[config.mk]
export PLATFORM = sky130hd
export DESIGN_NAME = proc_mem_port
export DESIGN_NICKNAME = d
export VERILOG_FILES = /design/src/logic/tile_pkg.sv /design/src/logic/proc_mem_port.sv
export SDC_FILE = /design/constraint.sdc
export NUM_CORES = 1
export LEC_CHECK = 0
export BUFFER_PORTS_ARGS = -buffer_cell sky130_fd_sc_hd__buf_2
export CAP_MARGIN = 20
export CORE_AREA = 2 2 75 77
export DETAILED_ROUTE_END_ITERATION = 8
export DIE_AREA = 0 0 77 79
export PLACE_DENSITY_LB_ADDON = 0.2
export SLEW_MARGIN = 20
export SYNTH_ARGS = -nofsm -noshare
export SYNTH_HDL_FRONTEND = slang
export SYNTH_SLANG_ARGS = --single-unit
[constraint.sdc]
create_clock -name clk_line -period 1.56 [get_ports clk_line]
set_input_delay 0.156 -clock clk_line [delete_from_list [all_inputs] [get_ports clk_line]]
set_output_delay 0.156 -clock clk_line [all_outputs]
set_load 0.01 [all_outputs]
[src/logic/tile_pkg.sv]
`default_nettype none

package tile_pkg;

  // ********************
  // Word and lane geometry
  // ********************
  localparam int word_w = 32;           // Memory, bus and stream word
  localparam int keep_w = word_w / 8;   // Byte lanes per word

  typedef logic [word_w-1:0] word_t;
  typedef logic [keep_w-1:0] keep_t;

  // ********************
  // Default tile geometry
  // ********************
  // Word-index bits that reach local memory, 4096 words
  localparam int default_offset_sz = 12;

  // Bits per mesh coordinate, X and Y side by side in the tile id
  localparam int default_xy_sz = 3;

endpackage

`default_nettype wire
[src/logic/proc_mem_port.sv]
`timescale 1ns/10ps
`default_nettype none

module proc_mem_port #(
  parameter int offset_sz = tile_pkg::default_offset_sz,
  parameter int xy_sz     = tile_pkg::default_xy_sz
) (
  input  wire                   clk_line,
  input  wire                   clk_line_rst_low,
  input  wire [2*xy_sz-1:0]     tile_id,
  // Wishbone classic slave
  input  wire                   wb_cyc,
  input  wire                   wb_stb,
  input  wire                   wb_we,
  input  wire tile_pkg::word_t  wb_adr,      // Byte address
  input  wire tile_pkg::keep_t  wb_sel,
  input  wire tile_pkg::word_t  wb_dat_w,
  output tile_pkg::word_t       wb_dat_r,
  output logic                  wb_ack,
  output logic                  wb_err,
  // Memory port B
  output logic                  b_en,
  output tile_pkg::keep_t       b_we,
  output logic [offset_sz-1:0]  b_index,
  output tile_pkg::word_t       b_wdata,
  input  wire tile_pkg::word_t  b_rdata
);

  logic [2*xy_sz-1:0] tile_field;
  logic               is_local;
  logic               req;

  // Word index is wb_adr >> 2, tile field sits above the local offset
  assign tile_field = wb_adr[2+offset_sz +: 2*xy_sz];
  assign is_local   = (tile_field == tile_id);       // Upper bits ignored

  // New request only when no response is already on the bus
  assign req = wb_cyc & wb_stb & ~(wb_ack | wb_err);

  assign b_en    = req & is_local;
  assign b_we    = wb_we ? wb_sel : '0;
  assign b_index = wb_adr[2 +: offset_sz];
  assign b_wdata = wb_dat_w;

  assign wb_dat_r = b_rdata;  // RAM output is registered, lines up with ack

  always_ff @(posedge clk_line) begin
    if (!clk_line_rst_low) begin
      wb_ack <= 1'b0;
      wb_err <= 1'b0;
    end else begin
      wb_ack <= req & is_local;
      wb_err <= req & ~is_local;   // Other tile, memory untouched
    end
  end

endmodule

`default_nettype wire

==> key figures <==
GRT
  – Largest net degree at the start of global routing: 5
  – Tot GR Track Use: 0.03472
  – Vias in the first global route: 341
  – Overflow after GRT: 0
  – First-pass GRT wire length: roughly 1.6 mm
  – Initial antenna violation count: 0

Clock tree
  – H-tree depth: 1
  – Post-CTS Setup Bufs: 0
  – Clk root buf: clkbuf_8
  – Clk sinks: 2
  – CTS clk-pin slew, worst paths: 0.03 ns
  – CTS tree: built
  – Num CTS Buffers: 3
  – Clk buf depth: 2
  – Hold Buf Count CTS: 0
  – Resize count post-CTS: 0
  – Clk Latency, worst-skew pair: 0.21 ns

Drt
  – Final wirelength: 1.198 mm
  – DR vias/cell: approximately 2.7
  – Detailed Route Iter0 Violations: 0
  – Drt first pass iters: 1
  – DR WL/cell: roughly 9.8 µm
  – Vias: 325
  – Final ANT Viol Nets: 0
  – DRC violations left: 0

Worst setup path
  – CP arrival: 1.04 ns
  – Max FO, Critical Path: 2
  – CP startpoint kind: register
  – Worst R2R Setup Slack: ~0.70 ns
  – Worst Setup SP: wb_err
  – Element type at the critical path end: output port
  – Crit Reg-Reg Startpoint: wb_err
  – Slowest cell on the critical path: dfxtp_1
  – Crit path required time: 1.40 ns
  – CP Class: register to output port
  – Crit-path cells: nor2_1, nand3_1, nor3_1, buf_2
  – Reg-to-reg endpoint: wb_err
  – R2R cell count: 3
  – Max incr delay on CP: 0.30 ns

Synth
  – Ranking of synthesized cells by area: buf_4 (78%), xnor2_1 (7.2%), dfxtp_1 (5.5%)
  – Area leader, netlist: buf_4
  – #FFs+latches synth: 2
  – Asr flop ratio synth: 0
  – Syn_area_per_cell: approximately 7.6 µm²
  – Syn. warnings: 0
  – Post-synth top cells: buf_4 (76), xnor2_1 (6), and2_1 (4)
  – Post-synthesis net count: roughly 210
  – Post-Synthesis Cells: 96
  – Yosys top cell area share: 0.7782
  – Top-count cell post-synth: buf_4
  – Synthesized area: 733.2 µm²
  – Register area share after synthesis: 0.05461
  – Synth Flop Type: dfxtp_1
  – Number of flops mapped to enable cells by yosys: 0
  – Library cells used by synthesis: 10

Cells and area
  – Area occupied by multi-input gates: around 120 µm²
  – Fillcell total: 654
  – Reg area: roughly 40 µm²
  – Area delta synth->final: -41.47%
  – Final core utilization: 0.08040
  – Final #Nets: 163
  – # diodes: 0
  – Share of cells above drive strength 1: 0.6200

Worst hold path
  – Worst Hold End: wb_ack
  – Worst hold path class: primary input to register
  – Worst Min Path Start: wb_stb
  – Worst hold stages: 3

Power
  – Total power: 0.0003217 W
  – PwrDens: between 700 and 800 nW/µm²
  – Static leakage: 0.1846 nW
  – Worst vdd ir: 0.1617 mV

Floorplanning
  – Core ar.: 5338 µm²
  – Die Height: 79 µm
  – Die ar.: 6083 µm²
  – Die width: 77 µm
  – Initial Utilization: 0.1374
  – Row cnt: 27
  – Top Ports: 194

STA
  – Post-route minimum period: 1.194 ns
  – Sum Neg Setup Slack: 0 ns
  – Final Hold Violating Endpoints: 0
  – Fmax achieved: 0.8374 GHz
  – Final max-slew violation count: 0
  – Relative slew slack: 0.8886
  – Setup skew after layout: around 0.00064 ns
  – Tcrit/Tclk final: 0.7655
  – RSZ-0062 raised after global routing: false
  – Setup violators final: 0
  – Worst slew pin tran: 0.1658 ns

Place
  – RePlAce Congestion: roughly 0.67
  – Number of I/O port buffers: 27

Outcome
  – Status: finished, final reports clean

Flow run
  – Max-cap viol count: 0
==> per-layer routing <==
layer / up-vias / global-route usage / share of wire
li1: 128 / - / -
met1: 132 / 0.02058 / 0.21
met2: 39 / 0.03772 / 0.45
met3: 26 / 0.02500 / 0.18
met4: 0 / 0.08750 / 0.16
met5: - / 0 / 0
==> report_power, final <==
part / internal, W / leakage (nW) / switching (W)
registers: 0.0000528 / 0.0162 / 0.000000553
logic: 0.0000380 / 0.147 / 0.0000265
clock network: 0.000163 / 0.0216 / 0.0000407
total: 0.000254 / 0.185 / 0.0000677
==> how the worst max path moves through the flow <==
stage,endpoint
2_1_floorplan,b_en
6_report,b_en
3_5_place_dp,b_en
3_3_place_gp,b_en
4_1_cts,b_en
5_1_grt,b_en
==> area by class of cell <==
class / count / area share
clock buffers: 3 / 0.09621
well taps: 72 / 0.2099
repair buffers: 27 / 0.3149
flip-flops and latches: 2 / 0.09329
multi-input cells: 18 / 0.2857
==> cells in the final DEF (no fill, tap or decap) <==
cell type and n:
buf_2 27, xnor2_1 6, and2_1 4, clkbuf_8 3, nand4_1 2, nor3_1 2, dfxtp_1 2, nand2_1 1
nor2_1 1, nand3_1 1, o21ba_2 1
==> stage by stage <==
stage,setup WS (ns),std cells,instance area [µm²],hold slack (ns)
floorplan,0.6086,96,733.2,0.3037
global placement,0.4521,119,387.9,0.3121
detailed placement,0.4117,119,387.9,0.3121
CTS,0.3378,122,429.2,0.2387
global route,0.2538,122,429.2,0.2613
finish,0.3658,122,429.2,0.2372
==> flip-flops by register name (all words and copies together) (netlist names) <==
signal and cells:
wb_ack 1, wb_err 1
==> worst max-delay path, delay by kind of cell, from the launching register on <==
kind | cells | cell delay [ns]
buffers and inverters | 1 | 0.16
DFF | 1 | 0.30
and+or+nand+nor | 3 | 0.37
==> logic make-up (layout without fill, tap and decap cells) <==
logic type / Yosys count / in the layout / synth area share
AND/OR/NAND/NOR: 11 / 11 / 0.08189
XOR/XNOR: 6 / 6 / 0.07167
flip-flops: 2 / 2 / 0.05461
buffers and inverters: 76 / 30 / 0.7782
AO/OA/AOI/OAI: 1 / 1 / 0.01365
Note: power is estimated with default switching activity, not from simulation.
