--- src/logic/tile_pkg.sv ---
`default_nettype none

package tile_pkg;

  // ********************
  // Word and lane geometry
  // ********************
  localparam int word_w = 32;           // Memory, bus and stream word
  localparam int keep_w = word_w / 8;   // Byte lanes per word

  typedef logic [word_w-1:0] word_t;
  typedef logic [keep_w-1:0] keep_t;

  // ********************
  // Default tile geometry
  // ********************
  // Word-index bits that reach local memory, 4096 words
  localparam int default_offset_sz = 12;

  // Bits per mesh coordinate, X and Y side by side in the tile id
  localparam int default_xy_sz = 3;

endpackage

`default_nettype wire
--- src/logic/noc_write_port.sv ---
`timescale 1ns/10ps
`default_nettype none

module noc_write_port #(
  parameter int offset_sz = tile_pkg::default_offset_sz
) (
  input  wire                   clk_line,
  input  wire                   clk_line_rst_low,
  // Mesh input stream
  input  wire                   noc_in_valid,
  input  wire tile_pkg::word_t  noc_in_data,
  input  wire                   noc_in_last,
  output logic                  noc_in_ready,
  // Memory port A, write only
  output logic                  a_en,
  output logic [offset_sz-1:0]  a_index,
  output tile_pkg::word_t       a_wdata
);

  logic                 in_data;   // Low while waiting for a header
  logic [offset_sz-1:0] index_q;
  logic                 beat;

  assign beat = noc_in_valid & noc_in_ready;

  // ********************
  // Input flow control
  // ********************
  // No back-pressure once out of reset
  always_ff @(posedge clk_line) begin
    if (!clk_line_rst_low) begin
      noc_in_ready <= 1'b0;
    end else begin
      noc_in_ready <= 1'b1;
    end
  end

  // ********************
  // Header and data tracking
  // ********************
  always_ff @(posedge clk_line) begin
    if (!clk_line_rst_low) begin
      in_data <= 1'b0;
    end else if (beat) begin
      if (!in_data) begin
        in_data <= ~noc_in_last;   // Header-only packet stays in header state
      end else if (noc_in_last) begin
        in_data <= 1'b0;
      end
    end
  end

  // Running word index, wraps within local memory
  always_ff @(posedge clk_line) begin
    if (beat) begin
      if (!in_data) begin
        index_q <= noc_in_data[offset_sz-1:0];   // Start index from header
      end else begin
        index_q <= index_q + 1'b1;
      end
    end
  end

  // Data beat is written in the cycle it moves
  assign a_en    = beat & in_data;
  assign a_index = index_q;
  assign a_wdata = noc_in_data;

endmodule

`default_nettype wire

--- config.mk ---
export PLATFORM = sky130hd
export DESIGN_NAME = noc_write_port
export DESIGN_NICKNAME = d
export VERILOG_FILES = /design/src/logic/tile_pkg.sv /design/src/logic/noc_write_port.sv
export SDC_FILE = /design/constraint.sdc
export NUM_CORES = 1
export LEC_CHECK = 0
export BUFFER_PORTS_ARGS = -buffer_cell sky130_fd_sc_hd__buf_2
export CAP_MARGIN = 40
export CORE_MARGIN = 2
export CORE_UTILIZATION = 43
export CTS_BUF_LIST = sky130_fd_sc_hd__clkbuf_8
export CTS_CLUSTER_DIAMETER = 150
export CTS_CLUSTER_SIZE = 40
export DETAILED_ROUTE_END_ITERATION = 8
export GPL_ROUTABILITY_DRIVEN = 0
export PLACE_DENSITY = 0.86
export SLEW_MARGIN = 40
export SYNTH_ARGS = -nofsm -noshare
export SYNTH_HDL_FRONTEND = slang
export SYNTH_SLANG_ARGS = --single-unit
--- constraint.sdc ---
create_clock -name clk_line -period 2.88 [get_ports clk_line]
set_input_delay 0.288 -clock clk_line [delete_from_list [all_inputs] [get_ports clk_line]]
set_output_delay 0.288 -clock clk_line [all_outputs]
set_load 0.05 [all_outputs]
==> results.cfg, run 1 <==
[floorplan]
core_area_sq_mm = 0.00221
die-area_sq_mm = 0.00272
ios = 82
start_util = 0.451
num_rows = 17
die_h_um = 52.2
dieWidth_um = 52.2

[timing]
tns_ns = 0
period_needed_ns = 1.86
hold_viol = 0
tightest_slew_ns = 0.757
final.setup.worst_slack_ns = 1.02
max_freq_mhz = 537
clock_skew_ns = 0.000720
finalSetupViolations = 0
final_max_slew_viol_count = 0
rsz0062_at_grt = no
fin_hold_ws_ns = 0.164
max-slew-margin-rel = 0.495
finalCritPeriodShare = 0.647

[power_and_ir_drop]
total_power_uw = 544
power.share.switching = 0.332
clkPwrFrac = 0.302
p_seq_frac = 0.464
power_density_mw_per_mm2 = 528
p_sw_uw = 181
p_int_uw = 363
cellLeakagePower_nw = 0.434
pwr-share-comb = 0.234
ir_worst_vdd_uv = 259

[synth]
yosysTopAreaCell = edfxtp_1
synth_seq_cells = 14
avgSynthCellArea_sq_um = 9.59
seq_area_frac_synth = 0.402
syn_area_sq_um = 997
synth_warnings = 0
netlist_instances = 104
yosysUniqueCellTypes = 26
yosysTopAreaCellShare = 0.361
syn-num-nets = 141
synth.area.top_cells = edfxtp_1 (36%), buf_4 (24%), a31oi_1 (4.4%), dfxtp_1 (4.0%), nor2_1 (3.8%)

[critical_path]
cp_max_fo = 24
r2r_setup_slack_ns = 1.23
cp.arrival_ns = 1.58
r2r_start = a_index[0]$_DFFE_PN_
end_kind = output port
cp.required_ns = 2.59
r2r-end = a_index[10]$_DFFE_PN_
critPathLaunchType = register
r2r_cells = 4
critPathKind = reg -> out
startpoint = in_data$_SDFFE_PN0N_

[route]
vias = 793
avgViaCountPerCell = 5.58
ant_nets = 0
first_pass_iters = 4
wl_per_cell_um = 14.3
drc = 0
drt-total-wl_um = 2040
drt_iter0_drc = 13

[hold_path]
min_from = clk_line_rst_low
min_to = noc_in_ready$_DFF_P_
holdCritPathClass = in -> reg
hold_depth = 1

[global_route]
grt_overflow = 0
grt_pass1_vias = 722
grt_pass1_wl_um = 3120
grt_usage = 0.156
grt_max_degree = 25
grt_antenna_before_repair = 0

[final_layout]
n_antenna_cell = 0
finalNetCount = 152
layout.cells.non_filler = 142
num-fill-cells = 239
drive_gt1_frac = 0.439
layout-area-overhead-vs-synth_pct = 3.39

[clock_tree]
clk_latency_ns = 0.24
postCtsHoldBufs = 0
cts.reportedPaths.clkPinSlew_ns = 0.06
clockBufferDepth = 2
cts_setup_buffers = 0
cts-root-buf = clkbuf_8
post_cts_resize_count = 0
cts_tree = built
cts_made_buffers = 3
h-tree-depth = 1
clkSinkCount = 14

[placed_design]
dp_hpwl_um = 1560
place_ws_ns = 1.24
place_inst = 138
io_buffers = 41

[outcome]
status = completed

[job]
drv_cap = 0
[stage by stage]
stage                util  cell area [sq um]
floorplan               -                997
finish              0.466               1030
CTS                 0.466               1030
detailed placement  0.446                986
global placement    0.446                986
global route        0.466               1030
[sequential cells by signal (all words and copies together), names as in the netlist]
| signal | cells |
|---|---|
| noc_in_ready | 1 |
| in_data | 1 |
| a_index | 12 |
[worst max path at each step]
stage,endpoint,cells past startpoint
CTS,a_en,2
detailed placement,a_index[10]$_DFFE_PN_,4
global placement,a_en,2
finish,a_en,2
floorplan,a_index[10]$_DFFE_PN_,4
global route,a_en,2
[critical path, cell delays in order, from the launching register on]
cell and delay (ns):
dfxtp_1 0.81, and3_1 0.26, buf_2 0.26
[power by group through the flow]
| stage | Sequential (mW) | Combinational (mW) | Clock, mW |
|---|---|---|---|
| after CTS | 0.253 | 0.128 | 0.167 |
| after global placement | 0.255 | 0.125 | 0 |
| final | 0.253 | 0.127 | 0.164 |
| after detailed placement | 0.257 | 0.128 | 0 |
| after floorplan | 0.281 | 0.154 | 0 |
| after global routing | 0.255 | 0.136 | 0.181 |
[cells by family after synthesis]
group                    share of synthesized area
XOR/XNOR                                    0.0264
AO/OA/AOI/OAI                                0.112
buffers and inverters                        0.260
AND/OR/NAND/NOR                              0.167
adder cells (fa/ha/maj)                     0.0125
multiplexers                                0.0213
flip-flops                                   0.402
[cell usage after synthesis, drive strengths merged]
library cell  count
buf              32
edfxtp           12
nor2             10
a31oi             7
nand3             4
o21ai             4
or3               4
a21oi             3
clkbuf            3
nand2             3
nand4             3
o31ai             3
or4               3
dfxtp             2
inv               2
xnor2             2
and2              1
and3              1
ha                1
mux2              1
mux2i             1
o211a             1
xor2              1
[cells in the final DEF (no fill, tap or decap), types with 3 or more instances in the layout]
| cell type | synthesis | routed |
|---|---|---|
| o21ai_0 | 4 | 4 |
| nor2_1 | 10 | 10 |
| o31ai_1 | 3 | 3 |
| edfxtp_1 | 12 | 12 |
| or4_1 | 3 | 3 |
| clkbuf_8 | 0 | 3 |
| nand2_1 | 3 | 3 |
| a31oi_1 | 7 | 7 |
| a21oi_1 | 3 | 3 |
| buf_2 | 0 | 41 |
[cell type report]
cell class	count	area, sq um	share of cell area
Multi-Input combinational cell	53	338	0.328
Timing Repair Buffer	41	205	0.199
Inverter	2	7.51	0.00728
Clock buffer	3	41.3	0.0400
Clock inverter	1	3.75	0.00364
Sequential cell	14	400	0.388
Tap cell	28	35.0	0.0340
[routing by layer]
layer  share of wire  global-route usage  vias up
met3            0.11              0.0546       14
met1            0.38               0.167      367
met2            0.48               0.264       51
li1                -                   -      361
met5               0                   0        -
met4           0.028              0.0940        0
(Power assumes the default switching activity.)
==> inputs of run 2 (changes only) <==
Settings changed: CORE_UTILIZATION 43 to 40, PLACE_DENSITY 0.86 to 0.8.
Clock period 2.88 ns to 1.95 ns, I/O delays scaled along.
==> run 2 against run 1 <==
Non-clock buffer count up 1. Largest power group unchanged. Sequential share of layout area decreased by 0.74 points. Clock power grew 70%. Wire length fell by 9.4%. Combinational power rose by 52%. Hold slack got worse by 0.094 ns. Critical path depth is 2 higher. Power is 54% higher. Final cell count up 2.1%.
==> results.cfg, run 2 (synthesis results as in run 1) <==
[outcome]
status = completed

[timing]
rsz0062_at_grt = no
max_freq_mhz = 625
fin_hold_ws_ns = 0.0697
tightest_slew_ns = 0.608
hold_viol = 0
final_max_slew_viol_count = 0
clock_skew_ns = 0.00193
period_needed_ns = 1.60
tns_ns = 0
final.setup.worst_slack_ns = 0.351
finalSetupViolations = 0
max-slew-margin-rel = 0.595
finalCritPeriodShare = 0.820

[critical_path]
cp.arrival_ns = 1.69
cp.required_ns = 2.04
critPathKind = reg -> reg
path_cells = ha_1 > nand3_2 > or4_1 > a31oi_1
crit_path_top_delay_cell = or4_1
r2r_start = a_index[0]$_DFFE_PN_
critPathLaunchType = register
cp_num_buf_inv = 0
startpoint = a_index[0]$_DFFE_PN_
cp_max_fo = 7
end_kind = register
critPathTopFamily = simple AND/OR/NAND/NOR gates
critical_path.max_stage_delay_ns = 0.49

[clock_tree]
cts-root-buf = clkbuf_8
cts_made_buffers = 3
h-tree-depth = 1
clkSinkCount = 14
cts.reportedPaths.clkPinSlew_ns = 0.06
cts_tree = built
clockBufferDepth = 2
post_cts_resize_count = 0
clk_latency_ns = 0.24
postCtsHoldBufs = 0
cts_setup_buffers = 0

[route]
drt_iter0_drc = 5
wl_per_cell_um = 12.7
drc = 0
vias = 770
drt-total-wl_um = 1850
ant_nets = 0
avgViaCountPerCell = 5.31
first_pass_iters = 4

[hold_path]
min_from = clk_line_rst_low
holdCritPathClass = in -> reg

[final_layout]
layout-area-overhead-vs-synth_pct = 5.40
mostFrequentLayoutCells = buf_2 (41), edfxtp_1 (12), nor2_1 (10)
final_common_cell = buf_2
finalNetCount = 153
largest_reg_flops = 12
drive_gt1_frac = 0.452
num-fill-cells = 237
n_antenna_cell = 0

[power_and_ir_drop]
cellLeakagePower_nw = 0.445
power_density_mw_per_mm2 = 799
ir_worst_vdd_uv = 453

[global_route]
grt_overflow = 0
grt_pass1_wl_um = 2910
grt_max_degree = 15
grt_usage = 0.141
grt_pass1_vias = 673
grt_antenna_before_repair = 0

[floorplan]
core_area_sq_mm = 0.00241
die-area_sq_mm = 0.00291
start_util = 0.414
die_h_um = 53.9
num_rows = 18
ios = 82
dieWidth_um = 53.9

[placed_design]
place_ws_ns = 0.356
io_buffers = 41

[job]
drv_cap = 0
-- run 2: cell types whose count changed in the layout (fill, tap and decap cells not counted) --
cell      delta
buf_4        +1
clkinv_1     -1
clkbuf_8     +1
-- run 2: final timing paths --
kind | end | slack, ns | depth (start not counted)
setup reg to reg | a_index[10]$_DFFE_PN_ | 0.35 | 4
hold / removal | noc_in_ready$_DFF_P_ | 0.07 | 1
setup / recovery | a_index[10]$_DFFE_PN_ | 0.35 | 4
hold reg to reg | a_index[0]$_DFFE_PN_ | 0.69 | 1
-- run 2: metal layers --
metal / up-vias / track usage / part of all wire
met1: 351 / 0.149 / 0.39
met4: 0 / 0.0598 / 0.022
met3: 10 / 0.0583 / 0.11
li1: 364 / - / -
met2: 45 / 0.244 / 0.48
met5: - / 0 / 0
-- run 2: final cells by class --
type / count / area, sq um / share of cell area
multi-input combinational: 53 / 338 / 0.321
timing repair buffer: 42 / 213 / 0.202
sequential: 14 / 400 / 0.381
clock buffer: 4 / 55.1 / 0.0524
tap: 30 / 37.5 / 0.0357
inverter: 2 / 7.51 / 0.00714
-- run 2: report_power, final --
group | leakage [nW] | switching (mW) | internal (mW)
Clock | 0.0288 | 0.100 | 0.179
Sequential | 0.129 | 0.0209 | 0.347
Combinational | 0.288 | 0.141 | 0.0520
-- run 2: through the flow --
| stage | utilization | std cells | instance area [sq um] | power, mW |
|---|---|---|---|---|
| finish | 0.436 | 145 | 1050 | 0.840 |
| global route | 0.436 | 145 | 1050 | 0.889 |
| floorplan | - | 104 | 997 | 0.642 |
| CTS | 0.436 | 145 | 1050 | 0.852 |
| global placement | 0.413 | 141 | 996 | 0.565 |
| detailed placement | 0.413 | 141 | 996 | 0.570 |
