`src/logic/tile_pkg.sv`:
```
`default_nettype none

package tile_pkg;

  // ********************
  // Word and lane geometry
  // ********************
  localparam int word_w = 32;           // Memory, bus and stream word
  localparam int keep_w = word_w / 8;   // Byte lanes per word

  typedef logic [word_w-1:0] word_t;
  typedef logic [keep_w-1:0] keep_t;

  // ********************
  // Default tile geometry
  // ********************
  // Word-index bits that reach local memory, 4096 words
  localparam int default_offset_sz = 12;

  // Bits per mesh coordinate, X and Y side by side in the tile id
  localparam int default_xy_sz = 3;

endpackage

`default_nettype wire
```
`src/logic/egress_arbiter.sv`:
```
`timescale 1ns/10ps
`default_nettype none

module egress_arbiter (
  input  wire                   clk_line,
  input  wire                   clk_line_rst_low,
  // Instruction-fetch producer
  input  wire                   fetch_valid,
  input  wire tile_pkg::word_t  fetch_data,
  input  wire tile_pkg::keep_t  fetch_keep,
  input  wire                   fetch_last,
  output logic                  fetch_ready,
  // Queue producer
  input  wire                   queue_valid,
  input  wire tile_pkg::word_t  queue_data,
  input  wire tile_pkg::keep_t  queue_keep,
  input  wire                   queue_last,
  output logic                  queue_ready,
  // Mesh output
  output logic                  noc_out_valid,
  output tile_pkg::word_t       noc_out_data,
  output tile_pkg::keep_t       noc_out_keep,
  output logic                  noc_out_last,
  input  wire                   noc_out_ready
);

  logic locked;      // Mid-packet
  logic owner;       // 0 fetch, 1 queue
  logic sel_queue;
  logic xfer;

  // ********************
  // Source select
  // ********************
  // Fixed priority to fetch when idle, owner holds while locked
  always_comb begin
    if (locked) begin
      sel_queue = owner;
    end else begin
      sel_queue = ~fetch_valid;
    end
  end

  // ********************
  // Output steering
  // ********************
  always_comb begin
    if (sel_queue) begin
      noc_out_valid = queue_valid;
      noc_out_data  = queue_data;
      noc_out_keep  = queue_keep;
      noc_out_last  = queue_last;
    end else begin
      noc_out_valid = fetch_valid;
      noc_out_data  = fetch_data;
      noc_out_keep  = fetch_keep;
      noc_out_last  = fetch_last;
    end
  end

  // Only the selected source sees the mesh ready
  assign fetch_ready = ~sel_queue & noc_out_ready;
  assign queue_ready = sel_queue & noc_out_ready;

  assign xfer = noc_out_valid & noc_out_ready;

  // ********************
  // Packet lock
  // ********************
  always_ff @(posedge clk_line) begin
    if (!clk_line_rst_low) begin
      locked <= 1'b0;
      owner  <= 1'b0;
    end else if (xfer) begin
      if (noc_out_last) begin
        locked <= 1'b0;          // Packet done, back to idle
      end else begin
        locked <= 1'b1;
        owner  <= sel_queue;     // Same value once locked
      end
    end
  end

endmodule

`default_nettype wire

```
`config.mk`:
```
export PLATFORM = sky130hd
export DESIGN_NAME = egress_arbiter
export DESIGN_NICKNAME = d
export VERILOG_FILES = /design/src/logic/tile_pkg.sv /design/src/logic/egress_arbiter.sv
export SDC_FILE = /design/constraint.sdc
export NUM_CORES = 1
export LEC_CHECK = 0
export BUFFER_PORTS_ARGS = -buffer_cell sky130_fd_sc_hd__buf_2
export CORE_MARGIN = 2
export CORE_UTILIZATION = 27
export CTS_CLUSTER_DIAMETER = 100
export DETAILED_ROUTE_END_ITERATION = 10
export GPL_ROUTABILITY_DRIVEN = 1
export PLACE_DENSITY_LB_ADDON = 0.25
export SETUP_SLACK_MARGIN = 0.05
export SYNTH_ARGS = -nofsm -noshare
export SYNTH_HDL_FRONTEND = slang
export SYNTH_SLANG_ARGS = --single-unit
export TNS_END_PERCENT = 30
```
`constraint.sdc`:
```
create_clock -name clk_line -period 1.7 [get_ports clk_line]
set_input_delay 0.255 -clock clk_line [delete_from_list [all_inputs] [get_ports clk_line]]
set_output_delay 0.255 -clock clk_line [all_outputs]
set_load 0.1 [all_outputs]
```
==> flow_metrics.py, run 1 <==
metrics = {
    "die": {
        "chipWidth_um": 54.1,
        "rows": 18,
        "die_h_um": 54.1,
        "core_um2": 2430,
        "dieArea_um2": 2920,
        "start_util": 0.278,
        "ios": 119,
    },
    "route": {
        "wl_per_cell_um": 17.3,
        "viasPerCell": 4.88,
        "totalWireLength_mm": 3.73,
        "antenna_left": 0,
        "drc": 0,
        "firstDrtPassIters": 4,
        "vias": 1053,
        "dr.first_iter.drc_count": 9,
    },
    "synth": {
        "ys_types": 23,
        "synth_largest_area_cell": "mux2_4",
        "ys_seq_area_frac": 0.0591,
        "synth_fp_nets": 140,
        "synth_area_per_cell_um2": 11.1,
        "ys_warn_count": 0,
        "synth_seq_cells": 2,
        "synthTopCellsByArea": "mux2_4 40%, mux2_2 17%, mux2_1 13%",
        "yosysTopAreaCellShare": 0.399,
        "syn_inst": 61,
        "synth_area_um2": 677,
    },
    "grt": {
        "grt_antenna_before_repair": 0,
        "grt_pass1_wl_mm": 5.02,
        "grt_max_degree": 19,
        "overflow": 0,
        "grt_usage": 0.244,
        "grt_pass1_vias": 1112,
    },
    "final_layout": {
        "layout_common_cells": "78 x buf_2, 41 x buf_12, 31 x mux2_4, 5 x mux2_2, 5 x buf_4",
        "stdcell_count": 216,
        "syn2layout_area_growth_pct": 209,
        "design_area_um2": 2090,
        "drive_above_1_share": 0.941,
        "layout.nets": 267,
        "n_antenna_cell": 0,
        "fin_util": 0.859,
        "final_common_cell": "buf_2",
    },
    "critical_path": {
        "cp_data_arrival_time_ns": 1.63,
        "worst_path_max_delay_cell": "dfxtp_2",
        "ff2ff_setup_slack_ns": 0.56,
        "critPathKind": "flip-flop to primary output",
        "worstRegToRegCells": 4,
        "endpoint_kind": "primary output",
        "r2r_start": "locked$_SDFFE_PN0P_",
        "startpoint_type": "flip-flop",
        "cp_max_fo": 9,
        "max_stage_delay_ns": 0.32,
        "r2r_end": "locked$_SDFFE_PN0P_",
        "endpoint": "noc_out_data[13]",
        "crit_start": "locked$_SDFFE_PN0P_",
        "worstPathRequired_ns": 1.44,
        "crit_chain": "nor2b_4, or2_4, clkbuf_16, mux2_4, buf_12",
    },
    "worst_hold_path": {
        "hold_start": "clk_line_rst_low",
        "hold_path_class": "input port to flip-flop",
    },
    "clock_network": {
        "cts_buffers": 3,
        "tritoncts": "done",
        "clock-sinks": 2,
        "root_buffer": "clkbuf_4",
        "path_clk_slew_ns": 0.03,
        "clk_latency_ns": 0.22,
        "htreeDepth": 1,
        "cts_buffer_depth": 2,
        "cts_setup_buffers": 0,
    },
    "power": {
        "sw_frac_of_total": 0.566,
        "ir_drop_uv": 765,
        "p_seq_frac": 0.028,
        "p_leak_nw": 1.11,
        "combinationalPowerShare": 0.919,
        "power_density_nw_per_um2": 936,
        "p_int_mw": 0.849,
        "power.switching_mw": 1.11,
        "clockPowerShare": 0.053,
    },
    "sta": {
        "final-setup-viol-count": 38,
        "max_clock_freq_mhz": 530,
        "fin_skew_ns": 0.00128,
        "final_max_slew_viol_count": 0,
        "relSlewSlack": 0.816,
        "timing.final.crit_share": 1.11,
        "rsz0062_at_grt": "yes",
        "hold_viol_final": 0,
        "setup_tns_ns": -6.11,
        "worst_pin_slew_ns": 0.278,
        "fin_crit_ns": 1.89,
        "setup_slack_ns": -0.187,
    },
    "run": {
        "drv_cap": 0,
    },
    "placed_design": {
        "hpwl_mm": 2.90,
        "gp_congestion": 0.694,
        "dp_cells": 211,
        "portBuffers": 118,
        "dpl_cell_area_um2": 1960,
    },
    "outcome": {
        "status": "finished, violations left",
        "violations": "setup timing",
    },
}
==> per-stage QoR <==
| step | hold slack, ns | setup WS, ns | total power [mW] |
|---|---|---|---|
| 2_1_floorplan | 0.391 | -0.356 | 1.15 |
| 3_3_place_gp | 0.527 | -0.0466 | 1.76 |
| 3_5_place_dp | 0.540 | -0.0717 | 1.78 |
| 4_1_cts | 0.298 | -0.202 | 1.94 |
| 5_1_grt | 0.320 | -0.221 | 2.01 |
| 6_report | 0.310 | -0.187 | 1.96 |
==> routing by layer <==
| metal | global-route usage | vias up | routed length, µm |
|---|---|---|---|
| li1 | - | 483 | - |
| met1 | 0.211 | 496 | 1200 |
| met2 | 0.504 | 64 | 2170 |
| met3 | 0.0583 | 10 | 288 |
| met4 | 0.121 | 0 | 73 |
| met5 | 0 | - | 0 |
==> synth_stat cells <==
| library cell | number |
|---|---|
| or2_1 | 1 |
| o41ai_1 | 1 |
| a21oi_1 | 1 |
| buf_6 | 3 |
| o21a_1 | 1 |
| o21bai_1 | 1 |
| nor2b_1 | 2 |
| o31ai_1 | 1 |
| nor4bb_1 | 1 |
| nor2_1 | 2 |
| a21boi_0 | 1 |
| mux2_4 | 18 |
| mux2i_1 | 1 |
| or2_2 | 1 |
| mux2_2 | 10 |
| nor3b_1 | 1 |
| dfxtp_1 | 2 |
| o211ai_1 | 1 |
| and2_1 | 1 |
| nand2_1 | 1 |
| mux2_1 | 8 |
| inv_1 | 1 |
| buf_2 | 1 |
==> critical path, delay by kind of cell, from the launching register on <==
| kind | cells | cell delay (ns) |
|---|---|---|
| buffers and inverters | 2 | 0.36 |
| DFF | 1 | 0.32 |
| and+or+nand+nor | 2 | 0.41 |
| muxes | 1 | 0.32 |
==> power by group through the flow <==
stage / combinational [mW] / sequential [mW] / clock, mW
finish: 1.80 / 0.0547 / 0.104
floorplan: 1.10 / 0.0553 / 0
global placement: 1.71 / 0.0533 / 0
detailed placement: 1.73 / 0.0537 / 0
global route: 1.84 / 0.0552 / 0.115
CTS: 1.77 / 0.0549 / 0.111
==> worst min-delay path by stage <==
stage | end | slack (ns) | cells after the start
6_report | owner$_SDFFE_PN0P_ | 0.31 | 2
5_1_grt | locked$_SDFFE_PN0P_ | 0.32 | 3
4_1_cts | owner$_SDFFE_PN0P_ | 0.30 | 2
3_5_place_dp | owner$_SDFFE_PN0P_ | 0.54 | 2
3_3_place_gp | locked$_SDFFE_PN0P_ | 0.53 | 3
2_1_floorplan | locked$_SDFFE_PN0P_ | 0.39 | 2
==> sequential cells by signal (all words and copies together), names as in the netlist <==
signal,flops
owner,1
locked,1
==> final cells by class <==
cell class,instances,area (µm²)
clock buffer,3,22.5
inverter,1,3.75
tap,30,37.5
timing repair buffer,126,1300
sequential,2,41.3
multi-input combinational,54,683
fill,126,343
==> timing repair <==
item | CTS | global route
hold buffers | 0 | 0
endpoints found under the setup margin | 40 | 40
gates resized for setup | 12 | 4
pin swaps | 2 | 0
gates cloned | 1 | 1
==> logic make-up after synthesis <==
| logic type | after synthesis | synth area share |
|---|---|---|
| flip-flops | 2 | 0.0592 |
| AO/OA/AOI/OAI | 7 | 0.0758 |
| buffers and inverters | 5 | 0.0628 |
| multiplexers | 37 | 0.714 |
| AND/OR/NAND/NOR | 10 | 0.0887 |
No activity file was read; power rests on OpenSTA's default activity.
==> inputs of run 2 (changes only) <==
- BUFFER_PORTS_ARGS: -buffer_cell sky130_fd_sc_hd__buf_2 -> -buffer_cell sky130_fd_sc_hd__buf_4
==> flow_metrics.py, run 2 (same netlist as run 1, synthesis figures left out) <==
metrics = {
    "clock_network": {
        "clk_latency_ns": 0.22,
        "ctsHoldBuffers": 0,
        "path_clk_slew_ns": 0.03,
        "root_buffer": "clkbuf_4",
        "htreeDepth": 1,
        "cts_setup_buffers": 0,
        "tritoncts": "done",
        "cts_buffers": 3,
        "cts_buffer_depth": 2,
        "clock-sinks": 2,
    },
    "sta": {
        "hold_viol_final": 0,
        "relSlewSlack": 0.816,
        "fin_skew_ns": 0.0000152,
        "fin_crit_ns": 1.90,
        "timing.hold.ws_ns": 0.338,
        "timing.final.crit_share": 1.12,
        "final-setup-viol-count": 36,
        "setup_tns_ns": -6.10,
        "final_max_slew_viol_count": 0,
        "rsz0062_at_grt": "yes",
        "worst_pin_slew_ns": 0.273,
        "max_clock_freq_mhz": 527,
        "setup_slack_ns": -0.197,
    },
    "final_layout": {
        "top_regs": "locked x1, owner x1",
        "fin_util": 0.883,
        "layout_common_cells": "83 x buf_4, 31 x buf_12, 26 x mux2_4, 10 x mux2_2, 10 x buf_6",
        "drive_above_1_share": 0.935,
        "n_antenna_cell": 0,
        "design_area_um2": 2150,
        "syn2layout_area_growth_pct": 217,
        "stdcell_count": 215,
        "nFillCells": 106,
        "layout.nets": 266,
        "final_common_cell": "buf_4",
    },
    "route": {
        "firstDrtPassIters": 3,
        "vias": 1082,
        "dr.first_iter.drc_count": 6,
        "totalWireLength_mm": 4.29,
        "antenna_left": 0,
        "drc": 0,
        "viasPerCell": 5.03,
        "wl_per_cell_um": 20.0,
    },
    "critical_path": {
        "cp_max_fo": 13,
        "max_stage_delay_ns": 0.33,
        "endpoint": "noc_out_data[14]",
        "crit_family": "simple AND/OR/NAND/NOR gates",
        "r2r_end": "locked$_SDFFE_PN0P_",
        "path_buf_inv": 2,
        "worst-path-stages": 5,
        "crit_chain": "nor2b_4, or2_4, buf_16, mux2_4, buf_12",
        "endpoint_kind": "primary output",
        "ff2ff_setup_slack_ns": 0.52,
        "crit_start": "locked$_SDFFE_PN0P_",
        "worstRegToRegCells": 4,
        "r2r_start": "locked$_SDFFE_PN0P_",
        "worst_path_max_delay_cell": "mux2_4",
        "critPathKind": "flip-flop to primary output",
        "worstPathRequired_ns": 1.44,
        "cp_data_arrival_time_ns": 1.64,
        "startpoint_type": "flip-flop",
    },
    "placed_design": {
        "dpl_cell_area_um2": 1670,
        "portBuffers": 118,
        "hpwl_mm": 2.58,
        "dpl_worst_slack_ns": -0.130,
        "dp_cells": 211,
        "gp_congestion": 0.681,
    },
    "die": {
        "dieArea_um2": 2920,
        "die_h_um": 54.1,
        "start_util": 0.278,
        "rows": 18,
        "ios": 119,
        "chipWidth_um": 54.1,
        "core_um2": 2430,
    },
    "grt": {
        "grt_max_degree": 14,
        "grt_pass1_vias": 1110,
        "grt_antenna_before_repair": 0,
        "overflow": 0,
        "grt_pass1_wl_mm": 5.89,
        "grt_usage": 0.290,
    },
    "outcome": {
        "violations": "setup timing",
        "status": "finished, violations left",
    },
    "worst_hold_path": {
        "hold_path_class": "input port to flip-flop",
    },
    "power": {
        "ir_drop_uv": 814,
        "power_density_nw_per_um2": 894,
        "p_leak_nw": 1.11,
        "power_mw": 1.92,
    },
    "run": {
        "drv_cap": 0,
    },
}
==> run 2: cell types whose count changed in the layout (fill, tap and decap cells not counted), sizes merged <==
cell    before  now
clkbuf       4    3
==> run 2: power by group <==
group	leakage (nW)	switching, mW	internal, mW
clock network	0.0138	0.0243	0.0777
registers	0.0167	0.00359	0.0514
logic	1.08	1.07	0.695
==> run 2: worst min path at each step <==
stage                          end  slack, ns  cells after the start        startpoint
2_1_floorplan  locked$_SDFFE_PN0P_       0.39                      2     noc_out_ready
3_3_place_gp   locked$_SDFFE_PN0P_       0.53                      3  clk_line_rst_low
3_5_place_dp   locked$_SDFFE_PN0P_       0.54                      3  clk_line_rst_low
4_1_cts        locked$_SDFFE_PN0P_       0.31                      3     noc_out_ready
5_1_grt         owner$_SDFFE_PN0P_       0.35                      2  clk_line_rst_low
6_report       locked$_SDFFE_PN0P_       0.34                      3  clk_line_rst_low
==> run 2: cell type report <==
cell class / instances / area (µm²) / area share
multi-input cells: 54 / 658 / 0.307
flip-flops and latches: 2 / 41.3 / 0.0192
clock buffers: 3 / 22.5 / 0.0105
inverters: 1 / 3.75 / 0.00175
well taps: 30 / 37.5 / 0.0175
repair buffers: 125 / 1380 / 0.645
==> run 2: timing repair <==
| action | 4_1_cts | 5_1_grt |
|---|---|---|
| pin swaps | 1 | 3 |
| resized for setup | 102 | 5 |
| gates cloned | 1 | 0 |
| endpoints found under the setup margin | 39 | 39 |
==> run 2: tightest hold or removal path: cells and delay by family <==
family / cells / cell delay (ns)
AOI/OAI and AO/OA: 2 / 0.18
buffers and inverters: 1 / 0.09
==> run 2: metal layers <==
metal  GRT usage  part of all wire
met4       0.179             0.055
met5           0                 0
met1       0.263              0.29
met2       0.563              0.57
met3      0.0750             0.090
